[config.mk]
export PLATFORM = sky130hd
export DESIGN_NAME = task_unit_top
export DESIGN_NICKNAME = d
export VERILOG_FILES = /design/src/hw/graph_pkg.sv /design/src/hw/task_pkg.sv /design/src/hw/mem_reader.sv /design/src/hw/task_sequencer.sv /design/src/hw/update_writer.sv /design/src/hw/task_emitter.sv /design/src/hw/task_unit_top.sv
export SDC_FILE = /design/constraint.sdc
export NUM_CORES = 1
export LEC_CHECK = 0
export BUFFER_PORTS_ARGS = -buffer_cell sky130_fd_sc_hd__buf_2
export CORE_ASPECT_RATIO = 1.4
export CORE_MARGIN = 2
export CORE_UTILIZATION = 42
export DETAILED_ROUTE_END_ITERATION = 8
export GPL_TIMING_DRIVEN = 0
export PLACE_DENSITY = 0.66
export SYNTH_ARGS = -nofsm -noshare
export SYNTH_HDL_FRONTEND = slang
export SYNTH_SLANG_ARGS = --single-unit
[constraint.sdc]
create_clock -name clk -period 6.5 [get_ports clk]
set_clock_uncertainty 0.15 [all_clocks]
set_input_delay 1.3 -clock clk [delete_from_list [all_inputs] [get_ports clk]]
set_output_delay 1.3 -clock clk [all_outputs]
set_load 0.1 [all_outputs]
[src/hw/graph_pkg.sv]
package graph_pkg;

   localparam int addr_w = 32;

   // header burst, only the vertex base is kept
   localparam logic [7:0] header_len = 8'd14;
   localparam logic [3:0] header_base_word = 4'd5;

   // vertex record layout, 64 bytes each
   localparam int vertex_shift = 6;
   localparam logic [addr_w-1:0] excess_off = 32'd0;
   localparam logic [addr_w-1:0] active_off = 32'd4;
   localparam logic [addr_w-1:0] height_off = 32'd16;
   localparam logic [addr_w-1:0] flow_slot_base = 32'd6; // in words
   localparam int flow_slot_w = 4;

   typedef enum logic [1:0] {
      rd_header,
      rd_height,
      rd_excess_active,
      rd_flow
   } rd_target_t;

   typedef enum logic [1:0] {
      wr_flow,
      wr_excess,
      wr_active
   } wr_target_t;

endpackage

[src/hw/task_pkg.sv]
package task_pkg;

   localparam int ts_w = 32;
   localparam int hint_w = 32;
   localparam int ttype_w = 4;
   localparam int args_w = 64;
   localparam int task_w = args_w + ttype_w + hint_w + ts_w;

   typedef enum logic [ttype_w-1:0] {
      tt_discharge = 4'd0,
      tt_get_height = 4'd1,
      tt_push = 4'd2,
      tt_receive = 4'd3,
      tt_bfs = 4'd4
   } task_type_t;

   typedef struct packed {
      logic [args_w-1:0] args;
      task_type_t ttype;
      logic [hint_w-1:0] hint;
      logic [ts_w-1:0] ts;
   } task_t;

   // successor built by the emitter
   typedef enum logic {
      enq_push,
      enq_discharge
   } enq_kind_t;

endpackage

[src/hw/mem_reader.sv]
`timescale 1ns/10ps
module mem_reader (
   input  logic clk,
   input  logic rstn,
   input  logic rd_start,
   input  graph_pkg::rd_target_t rd_target,
   input  logic [task_pkg::hint_w-1:0] vertex,
   input  logic [graph_pkg::flow_slot_w-1:0] flow_slot,
   input  logic ar_ready,
   input  logic r_valid,
   input  logic [graph_pkg::addr_w-1:0] r_data,
   input  logic r_last,
   output logic ar_valid,
   output logic [graph_pkg::addr_w-1:0] ar_addr,
   output logic [7:0] ar_len,
   output logic rd_done,
   output logic [graph_pkg::addr_w-1:0] vertex_addr,
   output logic [graph_pkg::addr_w-1:0] height,
   output logic signed [graph_pkg::addr_w-1:0] excess,
   output logic active,
   output logic signed [graph_pkg::addr_w-1:0] flow
);
   graph_pkg::rd_target_t target;
   logic [graph_pkg::addr_w-1:0] vertex_base;
   logic [3:0] beat; // enough for the 14 header words
   logic busy;

   // top bit of the hint is a read-only marker
   assign vertex_addr = vertex_base +
                        ({1'b0, vertex[task_pkg::hint_w-2:0]} << graph_pkg::vertex_shift);

   always_ff @(posedge clk) begin
      if (!rstn) begin
         ar_valid <= 1'b0;
         busy <= 1'b0;
         beat <= '0;
         rd_done <= 1'b0;
      end else begin
         rd_done <= 1'b0;
         if (rd_start) begin
            ar_valid <= 1'b1;
            busy <= 1'b1;
            beat <= '0;
         end else begin
            if (ar_valid && ar_ready) begin
               ar_valid <= 1'b0;
            end
            if (busy && r_valid) begin
               beat <= beat + 4'd1;
               if (r_last) begin
                  busy <= 1'b0;
                  rd_done <= 1'b1;
               end
            end
         end
      end
   end

   always_ff @(posedge clk) begin
      if (rd_start) begin
         target <= rd_target;
         case (rd_target)
            graph_pkg::rd_header: begin
               ar_addr <= '0;
               ar_len <= graph_pkg::header_len - 8'd1;
            end
            graph_pkg::rd_height: begin
               ar_addr <= vertex_addr + graph_pkg::height_off;
               ar_len <= 8'd0;
            end
            graph_pkg::rd_excess_active: begin
               ar_addr <= vertex_addr + graph_pkg::excess_off;
               ar_len <= 8'd1; // excess then active
            end
            default: begin
               ar_addr <= vertex_addr + ((graph_pkg::flow_slot_base + flow_slot) << 2);
               ar_len <= 8'd0;
            end
         endcase
      end
   end

   always_ff @(posedge clk) begin
      if (busy && r_valid) begin
         case (target)
            graph_pkg::rd_header: begin
               if (beat == graph_pkg::header_base_word) begin
                  vertex_base <= {r_data[graph_pkg::addr_w-3:0], 2'b00}; // word to byte
               end
            end
            graph_pkg::rd_height: height <= r_data;
            graph_pkg::rd_excess_active: begin
               if (beat == 4'd0) begin
                  excess <= r_data;
               end else begin
                  active <= r_data[0];
               end
            end
            default: flow <= r_data;
         endcase
      end
   end

endmodule

[src/hw/task_sequencer.sv]
`timescale 1ns/10ps
module task_sequencer (
   input  logic clk,
   input  logic rstn,
   input  logic start,
   input  task_pkg::task_t task_in,
   input  logic rd_done,
   input  logic wr_done,
   input  logic enq_done,
   input  logic signed [graph_pkg::addr_w-1:0] excess,
   input  logic active,
   output logic done,
   output logic idle,
   output logic ready,
   output logic rd_start,
   output graph_pkg::rd_target_t rd_target,
   output logic wr_start,
   output graph_pkg::wr_target_t wr_target,
   output logic enq_start,
   output task_pkg::enq_kind_t enq_kind,
   output logic [task_pkg::hint_w-1:0] vertex,
   output logic [graph_pkg::flow_slot_w-1:0] flow_slot,
   output logic signed [task_pkg::args_w/2-1:0] amount,
   output logic [task_pkg::args_w/2-1:0] arg_lo,
   output logic [task_pkg::ts_w-1:0] cur_ts
);
   typedef enum logic [3:0] {
      s_idle, s_header, s_dispatch,
      s_gh_read, s_gh_enq,
      s_rx_vid, s_rx_flow, s_rx_wflow, s_rx_wexcess, s_rx_wactive, s_rx_enq,
      s_finish
   } state_t;

   state_t state;
   task_pkg::task_t cur_task;
   logic initialized;
   logic issued; // strobe for this phase already sent
   logic signed [graph_pkg::addr_w-1:0] new_excess;

   assign vertex = cur_task.hint;
   assign arg_lo = cur_task.args[task_pkg::args_w/2-1:0];
   assign amount = cur_task.args[task_pkg::args_w-1:task_pkg::args_w/2];
   assign cur_ts = cur_task.ts;
   assign flow_slot = arg_lo[graph_pkg::flow_slot_w-1:0];
   assign new_excess = excess + amount;

   assign idle = (state == s_idle);
   assign ready = (state == s_idle);
   assign done = (state == s_finish);

   always_comb begin
      rd_start = 1'b0;
      wr_start = 1'b0;
      enq_start = 1'b0;
      rd_target = graph_pkg::rd_header;
      wr_target = graph_pkg::wr_flow;
      enq_kind = task_pkg::enq_push;
      case (state)
         s_header: rd_start = !issued;
         s_gh_read: begin
            rd_start = !issued;
            rd_target = graph_pkg::rd_height;
         end
         s_gh_enq: enq_start = !issued;
         s_rx_vid: begin
            rd_start = !issued;
            rd_target = graph_pkg::rd_excess_active;
         end
         s_rx_flow: begin
            rd_start = !issued;
            rd_target = graph_pkg::rd_flow;
         end
         s_rx_wflow: wr_start = !issued;
         s_rx_wexcess: begin
            wr_start = !issued;
            wr_target = graph_pkg::wr_excess;
         end
         s_rx_wactive: begin
            wr_start = !issued;
            wr_target = graph_pkg::wr_active;
         end
         s_rx_enq: begin
            enq_start = !issued;
            enq_kind = task_pkg::enq_discharge;
         end
         default: ;
      endcase
   end

   always_ff @(posedge clk) begin
      if (idle && start) begin
         cur_task <= task_in;
      end
   end

   always_ff @(posedge clk) begin
      if (!rstn) begin
         state <= s_idle;
         initialized <= 1'b0;
         issued <= 1'b0;
      end else begin
         if (rd_start || wr_start || enq_start) begin
            issued <= 1'b1;
         end else if (rd_done || wr_done || enq_done) begin
            issued <= 1'b0;
         end
         case (state)
            s_idle: if (start) state <= initialized ? s_dispatch : s_header;
            s_header: begin
               if (rd_done) begin
                  initialized <= 1'b1;
                  state <= s_dispatch;
               end
            end
            s_dispatch: begin
               case (cur_task.ttype)
                  task_pkg::tt_get_height: state <= s_gh_read;
                  task_pkg::tt_receive: state <= s_rx_vid;
                  default: state <= s_finish; // dropped or unknown type
               endcase
            end
            s_gh_read: if (rd_done) state <= s_gh_enq;
            s_gh_enq: if (enq_done) state <= s_finish;
            s_rx_vid: if (rd_done) state <= s_rx_flow;
            s_rx_flow: if (rd_done) state <= s_rx_wflow;
            s_rx_wflow: if (wr_done) state <= s_rx_wexcess;
            s_rx_wexcess: begin
               if (wr_done) begin
                  state <= (new_excess > 0 && !active) ? s_rx_wactive : s_finish;
               end
            end
            s_rx_wactive: if (wr_done) state <= s_rx_enq;
            s_rx_enq: if (enq_done) state <= s_finish;
            default: state <= s_idle;
         endcase
      end
   end

endmodule

[src/hw/update_writer.sv]
`timescale 1ns/10ps
module update_writer (
   input  logic clk,
   input  logic rstn,
   input  logic wr_start,
   input  graph_pkg::wr_target_t wr_target,
   input  logic [graph_pkg::addr_w-1:0] vertex_addr,
   input  logic [graph_pkg::flow_slot_w-1:0] flow_slot,
   input  logic signed [graph_pkg::addr_w-1:0] flow,
   input  logic signed [graph_pkg::addr_w-1:0] excess,
   input  logic signed [task_pkg::args_w/2-1:0] amount,
   input  logic undo_ready,
   input  logic aw_ready,
   output logic undo_valid,
   output logic [2*graph_pkg::addr_w-1:0] undo_entry,
   output logic aw_valid,
   output logic [graph_pkg::addr_w-1:0] aw_addr,
   output logic w_valid,
   output logic [graph_pkg::addr_w-1:0] w_data,
   output logic wr_done
);
   typedef enum logic [1:0] {w_idle, w_undo, w_write} wstate_t;

   wstate_t state;
   logic [graph_pkg::addr_w-1:0] addr_q, old_q, new_q;

   assign undo_valid = (state == w_undo);
   assign undo_entry = {old_q, addr_q};
   assign aw_valid = (state == w_write);
   assign w_valid = aw_valid; // single-beat write, data goes with address
   assign aw_addr = addr_q;
   assign w_data = new_q;

   always_ff @(posedge clk) begin
      if (!rstn) begin
         state <= w_idle;
         wr_done <= 1'b0;
      end else begin
         wr_done <= 1'b0;
         case (state)
            w_idle: if (wr_start) state <= w_undo;
            w_undo: if (undo_ready) state <= w_write; // log before memory
            w_write: begin
               if (aw_ready) begin
                  state <= w_idle;
                  wr_done <= 1'b1;
               end
            end
            default: state <= w_idle;
         endcase
      end
   end

   always_ff @(posedge clk) begin
      if (wr_start) begin
         case (wr_target)
            graph_pkg::wr_flow: begin
               addr_q <= vertex_addr + ((graph_pkg::flow_slot_base + flow_slot) << 2);
               old_q <= flow;
               new_q <= flow - amount; // reverse edge direction
            end
            graph_pkg::wr_excess: begin
               addr_q <= vertex_addr + graph_pkg::excess_off;
               old_q <= excess;
               new_q <= excess + amount;
            end
            default: begin
               addr_q <= vertex_addr + graph_pkg::active_off;
               old_q <= '0;
               new_q <= 32'd1;
            end
         endcase
      end
   end

endmodule

[src/hw/task_emitter.sv]
`timescale 1ns/10ps
module task_emitter (
   input  logic clk,
   input  logic rstn,
   input  logic enq_start,
   input  task_pkg::enq_kind_t enq_kind,
   input  logic [task_pkg::hint_w-1:0] vertex,
   input  logic [task_pkg::args_w/2-1:0] arg_lo,
   input  logic signed [task_pkg::args_w/2-1:0] amount,
   input  logic [task_pkg::ts_w-1:0] cur_ts,
   input  logic [graph_pkg::addr_w-1:0] height,
   input  logic task_out_ready,
   output task_pkg::task_t task_out,
   output logic task_out_valid,
   output logic enq_done
);

   always_ff @(posedge clk) begin
      if (!rstn) begin
         task_out_valid <= 1'b0;
         enq_done <= 1'b0;
      end else begin
         enq_done <= 1'b0;
         if (enq_start) begin
            task_out_valid <= 1'b1;
         end else if (task_out_valid && task_out_ready) begin
            task_out_valid <= 1'b0;
            enq_done <= 1'b1;
         end
      end
   end

   always_ff @(posedge clk) begin
      if (enq_start) begin
         task_out.ts <= cur_ts;
         if (enq_kind == task_pkg::enq_push) begin
            task_out.ttype <= task_pkg::tt_push;
            task_out.hint <= arg_lo; // back to the pushing vertex
            task_out.args <= {amount, height};
         end else begin
            task_out.ttype <= task_pkg::tt_discharge;
            task_out.hint <= vertex;
            task_out.args <= {cur_ts, 32'd0};
         end
      end
   end

endmodule

[src/hw/task_unit_top.sv]
`timescale 1ns/10ps
module task_unit_top (
   input  logic clk,
   input  logic rstn,
   input  logic start,
   input  logic [task_pkg::task_w-1:0] task_in,
   output logic done,
   output logic idle,
   output logic ready,
   output logic ar_valid,
   input  logic ar_ready,
   output logic [graph_pkg::addr_w-1:0] ar_addr,
   output logic [7:0] ar_len,
   input  logic r_valid,
   output logic r_ready,
   input  logic [graph_pkg::addr_w-1:0] r_data,
   input  logic r_last,
   output logic aw_valid,
   input  logic aw_ready,
   output logic [graph_pkg::addr_w-1:0] aw_addr,
   output logic w_valid,
   output logic [graph_pkg::addr_w-1:0] w_data,
   output logic [2*graph_pkg::addr_w-1:0] undo_entry,
   output logic undo_valid,
   input  logic undo_ready,
   output logic [task_pkg::task_w-1:0] task_out,
   output logic task_out_valid,
   input  logic task_out_ready
);
   logic rd_start, rd_done, wr_start, wr_done, enq_start, enq_done;
   graph_pkg::rd_target_t rd_target;
   graph_pkg::wr_target_t wr_target;
   task_pkg::enq_kind_t enq_kind;
   logic [task_pkg::hint_w-1:0] vertex;
   logic [graph_pkg::flow_slot_w-1:0] flow_slot;
   logic signed [task_pkg::args_w/2-1:0] amount;
   logic [task_pkg::args_w/2-1:0] arg_lo;
   logic [task_pkg::ts_w-1:0] cur_ts;
   logic [graph_pkg::addr_w-1:0] vertex_addr, height;
   logic signed [graph_pkg::addr_w-1:0] excess, flow;
   logic active;

   assign r_ready = 1'b1; // every beat is taken as it comes

   mem_reader reader_i (
      .clk(clk), .rstn(rstn), .rd_start(rd_start), .rd_target(rd_target),
      .vertex(vertex), .flow_slot(flow_slot), .ar_ready(ar_ready), .r_valid(r_valid),
      .r_data(r_data), .r_last(r_last), .ar_valid(ar_valid), .ar_addr(ar_addr),
      .ar_len(ar_len), .rd_done(rd_done), .vertex_addr(vertex_addr), .height(height),
      .excess(excess), .active(active), .flow(flow)
   );

   task_sequencer seq_i (
      .clk(clk), .rstn(rstn), .start(start), .task_in(task_in), .rd_done(rd_done),
      .wr_done(wr_done), .enq_done(enq_done), .excess(excess), .active(active),
      .done(done), .idle(idle), .ready(ready), .rd_start(rd_start),
      .rd_target(rd_target), .wr_start(wr_start), .wr_target(wr_target),
      .enq_start(enq_start), .enq_kind(enq_kind), .vertex(vertex),
      .flow_slot(flow_slot), .amount(amount), .arg_lo(arg_lo), .cur_ts(cur_ts)
   );

   update_writer writer_i (
      .clk(clk), .rstn(rstn), .wr_start(wr_start), .wr_target(wr_target),
      .vertex_addr(vertex_addr), .flow_slot(flow_slot), .flow(flow), .excess(excess),
      .amount(amount), .undo_ready(undo_ready), .aw_ready(aw_ready),
      .undo_valid(undo_valid), .undo_entry(undo_entry), .aw_valid(aw_valid),
      .aw_addr(aw_addr), .w_valid(w_valid), .w_data(w_data), .wr_done(wr_done)
   );

   task_emitter emitter_i (
      .clk(clk), .rstn(rstn), .enq_start(enq_start), .enq_kind(enq_kind),
      .vertex(vertex), .arg_lo(arg_lo), .amount(amount), .cur_ts(cur_ts),
      .height(height), .task_out_ready(task_out_ready), .task_out(task_out),
      .task_out_valid(task_out_valid), .enq_done(enq_done)
   );

endmodule

# Yosys cells after proc, flatten, opt, wreduce, memory -nomap -nowiden
# Index checks and enable logic that the tools add are counted.
# totals
inputBits	173
rom_bits	0
mem_bits_rw	0
reg_bits	547
mem_count	0
latch_bits	0
out_inout_bits	309
# classes
multipliers	0
n_reduce_logical	39
n_mux	41
shift	0
n_eq_ne	33
div	0
bitwise_logic	4
order_cmp	1
add_sub_neg	8
# op_table
cell	n
32-bit case mux with 2 select lines	3
100-bit 2-to-1 mux	1
32-bit adder	3
32-bit case mux with 3 select lines	1
4-bit case mux with 10 select lines	1
4-bit 2-to-1 mux	9
32-bit by 3-bit adder with 32-bit output, second input constant	1
32-bit by 5-bit adder with 32-bit output, second input constant	1
32-bit by 1-bit greater-than comparator with 1-bit output, second input constant	1
32-bit subtractor	1
4-bit by 3-bit == test with 1-bit output, second input constant	5
4-bit == test, second input constant	4
1-bit 2-to-1 mux	16
4-bit case mux with 2 select lines	2
4-bit by 2-bit == test with 1-bit output, second input constant	3
2-bit by 1-bit != test with 1-bit output, second input constant	6
2-bit != test, second input constant	6
2-bit case mux with 3 select lines	2
3-bit AND reduction	4
2-bit 2-to-1 mux	5
2-bit AND reduction	5
2-bit nonzero test	5
9-bit AND reduction	1
3-bit OR reduction	3
14 further kinds	37

# Logic depth before layout (Yosys ltp)
# logic_depth
ltp_word	6
mapped_depth	14
mapped_depth_nobuf	14

# By module
# Synthesis repeated with hierarchy kept, for this count alone.
# hier_totals
hier_cells	2410
area_unflattened_um2	29164.2
# modules_own_cells
module	area_per_inst_um2	cells_each	instances	seq_area_each_um2
update_writer	8336.7	895	1	2942.8
mem_reader	8135.3	644	1	4974.8
task_sequencer	7439.6	623	1	4083.9
task_emitter	5241.3	246	1	3913.8
task_unit_top	11.3	2	1	0.0

# Worst setup path before layout
# Ideal clock, no wire load.
# synth_path
path_type	register to register
startpoint	register seq_i.state[0]
endpoint	register seq_i.cur_task, in the netlist seq_i.amount[0], enable pin
path_slack_ns	-1.437
period_less_slack_ns	7.937
setup_ns	0.504
t_required_ns	5.846
stages_incl_launch_ff	6
t_arrival_ns	7.282
cell_sequence	dfxtp_1 > clkbuf_1 > buf_1 > clkbuf_1 > nor4_1 > and2_1
# synth_via
elab_chain_len	2
# synth_rtl
item	line	source
start, declared	task_sequencer.sv:34	state_t state;
start signal, assigned	task_sequencer.sv:98	state <= s_idle;
start signal, assigned	task_sequencer.sv:108	s_idle: if (start) state <= initialized ? s_dispatch : s_header;
start signal, assigned	task_sequencer.sv:112	state <= s_dispatch;
4-bit logical NOT	task_sequencer.sv:47	assign idle = (state == s_idle);
via idle	task_unit_top.sv:8	output logic idle,
1-bit logical AND	task_sequencer.sv:91	if (idle && start) begin
end signal, assigned	task_sequencer.sv:92	cur_task <= task_in;
end, declared	task_sequencer.sv:35	task_pkg::task_t cur_task;
# The timed path passes the listed nets, and every way through them passes these cells.
# A chain may end at the register's enable or synchronous reset.

# Worst setup path after layout
# layout_path
startpoint	register seq_i.state[0]
endpoint	output done
# layout_via
elab_chain_len	1
# layout_rtl
item	line	source
4-bit == test	task_sequencer.sv:49	assign done = (state == s_finish);
end, declared	task_unit_top.sv:7	output logic done,
# Every way passes these cells.

==> key figures <==
Synthesis
  – Post-synth top area cell: edfxtp_1
  – Cells after Synth: 2054
  – Post-synthesis sequential area ratio: 61.3%
  – Top post-synthesis cells by area: edfxtp_1 60%, ha_1 4.7%, nand2_1 2.7%, xnor2_1 2.1%, a21oi_1 2.1%
  – Syn_area_per_cell: about 13 um2
  – FFs w/ async S/R, synth: 0%
  – Yosys reg bits: ~530
  – Post-synth top area share: 59.9%
  – Synth Cell Area: about 26000 um2
  – Synth Flop Type: edfxtp_1
  – Post-synth EDFFs: around 520
  – Distinct cells, synth: 99
  – Syn. warnings: 0

Global route
  – Overall Global Routing Usage: between 20% and 30%
  – Global-route wire length before repair: 121 mm
  – Vias in the first global route: around 19000
  – Largest net degree at the start of global routing: ~70
  – GRT overflow: 0
  – Initial antenna violation count: 5

Power
  – Maximum VDD drop: 0.310 mV
  – Switching power: about 5200 uW
  – Pwr/cell area: approximately 400 nW/um2
  – Clock Power Share: a little under a quarter
  – Final Power: around 13000 uW
  – Power share of the combinational group: 38.7%
  – Leakage: 0.0121 uW
  – Switching share of power: 41.3%
  – Flop pwr share: a little under two fifths
  – Int Power: between 7000 and 8000 uW

Place
  – Placement Cell Area: between 20000 and 30000 um2
  – Final GP Congestion: about 0.94
  – Post-DP HPWL: around 64 mm
  – Port buffer count: ~470
  – Inst Count DP: between 3000 and 4000

Final layout
  – Fillers: around 5400
  – Fin area: 31200 um2
  – Reg area: between 15000 and 20000 um2
  – Fin cells: between 3000 and 4000
  – Most frequent cells in the layout: 516 x edfxtp_1, 471 x buf_2, 184 x nand2_1, 108 x a21oi_1, 101 x o21ai_0
  – Nets@finish: 2876
  – Multi-input gate area: between 9000 and 10000 um2
  – Synth-to-layout area growth: 20.8%
  – Most common cell after layout, fill and taps aside: edfxtp_1
  – Layout cells sized above 1: 26.6%

Route
  – Met1 Routed Length: around 34 mm
  – 1st-iter DRT viols: between 1500 and 2000
  – Detail Route Antenna Nets: 0
  – # DRC: 0
  – Met2 routed WL: about 40 mm
  – Final wirelength: 83.7 mm
  – Highest routed metal layer: met5
  – Met3 wire length: about 5.8 mm
  – Vias per cell: between 5 and 6
  – Via count: 19100
  – Drt wl/cell: 24.2 um
  – Total iterations of the first detailed-routing run: 7

Timing
  – Final Hold Fails: 0
  – RSZ-0062 raised after global routing: no
  – Slew Limit Fails: 0
  – Crit path time final: a little over 5000 ps
  – Final setup fails: 0
  – WHS: approximately 300 ps
  – Tcrit/Tclk final: between 70% and 80%
  – Slew margin rel.: between 20 and 25%
  – Achievable frequency: approximately 0.19 GHz
  – Worst-margin pin slew: 1130 ps

Clocking
  – Post-CTS sizing: 0
  – Worst-skew pair later-pin latency: approximately 620 ps
  – Hold buffer count at cts: 0
  – Clock Path Buffers: 3
  – CTS HTree Levels: 2
  – Reg clk slew, reported paths: roughly 60 ps
  – Clock sink total: around 530
  – Clk Tree Root Cell: clkbuf_16
  – Cts bufs inserted: 53
  – CTS tree: done
  – Postcts setup bufs: 0

Die
  – Horiz. Die Dim: around 210 um
  – FP Rows: ~110
  – DIE HEIGHT: 298 um
  – Area of the core: ~61000 um2
  – Die area: about 64000 um2
  – Ports: roughly 480
  – Initial Utilization: between 40% and 50%

Worst hold path
  – Hold Path Class: reg -> reg

Worst setup path
  – Worst setup SP type: register
  – Max Fanout on Critical Path: 10
  – Setup CP Type: reg -> out
  – CP Capture Type: output pin
  – Worst path required time: around 5000 ps
  – Crit path DAT: between 3000 and 4000 ps

Flow run
  – Max cap viols: 0

Outcome
  – Status: complete, no violations
[stage by stage]
stage	utilization (%)	TNS (ps)	setup slack (ps)
finish	51.3	0	1370
floorplan	-	0	1250
global placement	48.1	-19020	-239
detailed placement	48.5	0	2050
global route	51.3	0	1250
CTS	51.3	0	1390
[metal layers]
layer	vias up	global-route usage (%)
met3	173	4.75
li1	8755	-
met4	8	10.7
met2	843	43.3
met1	9298	32.8
met5	-	0
[state kept, by name, summed over array words and instances (netlist names), 2 cells and up]
| signal | count |
|---|---|
| reader_i.flow | 32 |
| reader_i.target | 2 |
| reader_i.excess | 32 |
| writer_i.old_q | 32 |
| seq_i.amount | 32 |
| seq_i.vertex | 32 |
| reader_i.vertex_base | 30 |
| reader_i.ar_len | 2 |
| reader_i.height | 32 |
| seq_i.cur_ts | 32 |
| writer_i.state | 2 |
| seq_i.state | 4 |
| seq_i.arg_lo | 32 |
| reader_i.ar_addr | 30 |
| reader_i.beat | 4 |
| writer_i.w_data | 32 |
| writer_i.aw_addr | 30 |
| emitter_i.task_out | 129 |
| seq_i.cur_task | 4 |
[critical path, cell delays in order (launching register included)]
cell and delay, ps:
dfxtp_1 420, clkbuf_1 360, buf_1 420, clkbuf_1 500
clkbuf_1 600, and3_1 320, buf_2 450
[layout make-up]
cell class,instances,area share [%]
sequential,534,50.8
multi-input combinational,1335,29.1
timing repair buffer,479,8.19
clock buffer,66,4.53
tap,817,3.27
buffer,128,2.33
clock inverter,31,0.917
inverter,70,0.857
antenna,1,0.00801
[Yosys cell counts, types with 14 or more instances]
master / n
edfxtp_1: 516
nand2_1: 184
a21oi_1: 109
o21ai_0: 101
ha_1: 98
nor2_1: 87
inv_1: 70
xnor2_1: 63
clkbuf_1: 59
nand3_1: 51
buf_4: 50
nor2b_1: 50
xor2_1: 48
a21o_1: 47
nand3b_1: 38
nor3_1: 33
mux2_2: 32
o22ai_1: 28
and3_1: 23
o21a_1: 20
dfxtp_1: 18
nand2b_1: 18
nand4_1: 18
and2_1: 16
a31oi_1: 14
[path summary, 6_finish.rpt]
check | from | endpoint | slack [ps] | cells after the start
setup / recovery | seq_i.state[0] | done | 1370 | 6
hold / removal | writer_i.state[1] | writer_i.state[0] | 300 | 1
setup reg to reg | seq_i.vertex[0] | writer_i.aw_addr[28] | 1980 | 14
hold reg to reg | writer_i.state[1] | writer_i.state[0] | 300 | 1
[power groups by stage]
stage               clock (uW)  sequential, uW  combinational (uW)
floorplan                    0            5830                2540
global placement             0            4870                4750
detailed placement           0            4820                4890
CTS                       3110            4750                4900
global route              3220            4780                5240
finish                    3050            4740                4920
[cells by family after synthesis]
group           Yosys count  synth area share (%)
compound gates          460                  11.7
xor+xnor                113                  3.89
fa+ha+maj               102                  5.05
buf+inv                 198                  3.83
flops                   534                  61.3
mux                      42                  1.78
other cells               2                0.0290
simple gates            603                  12.4
(Power assumes the default switching activity.)
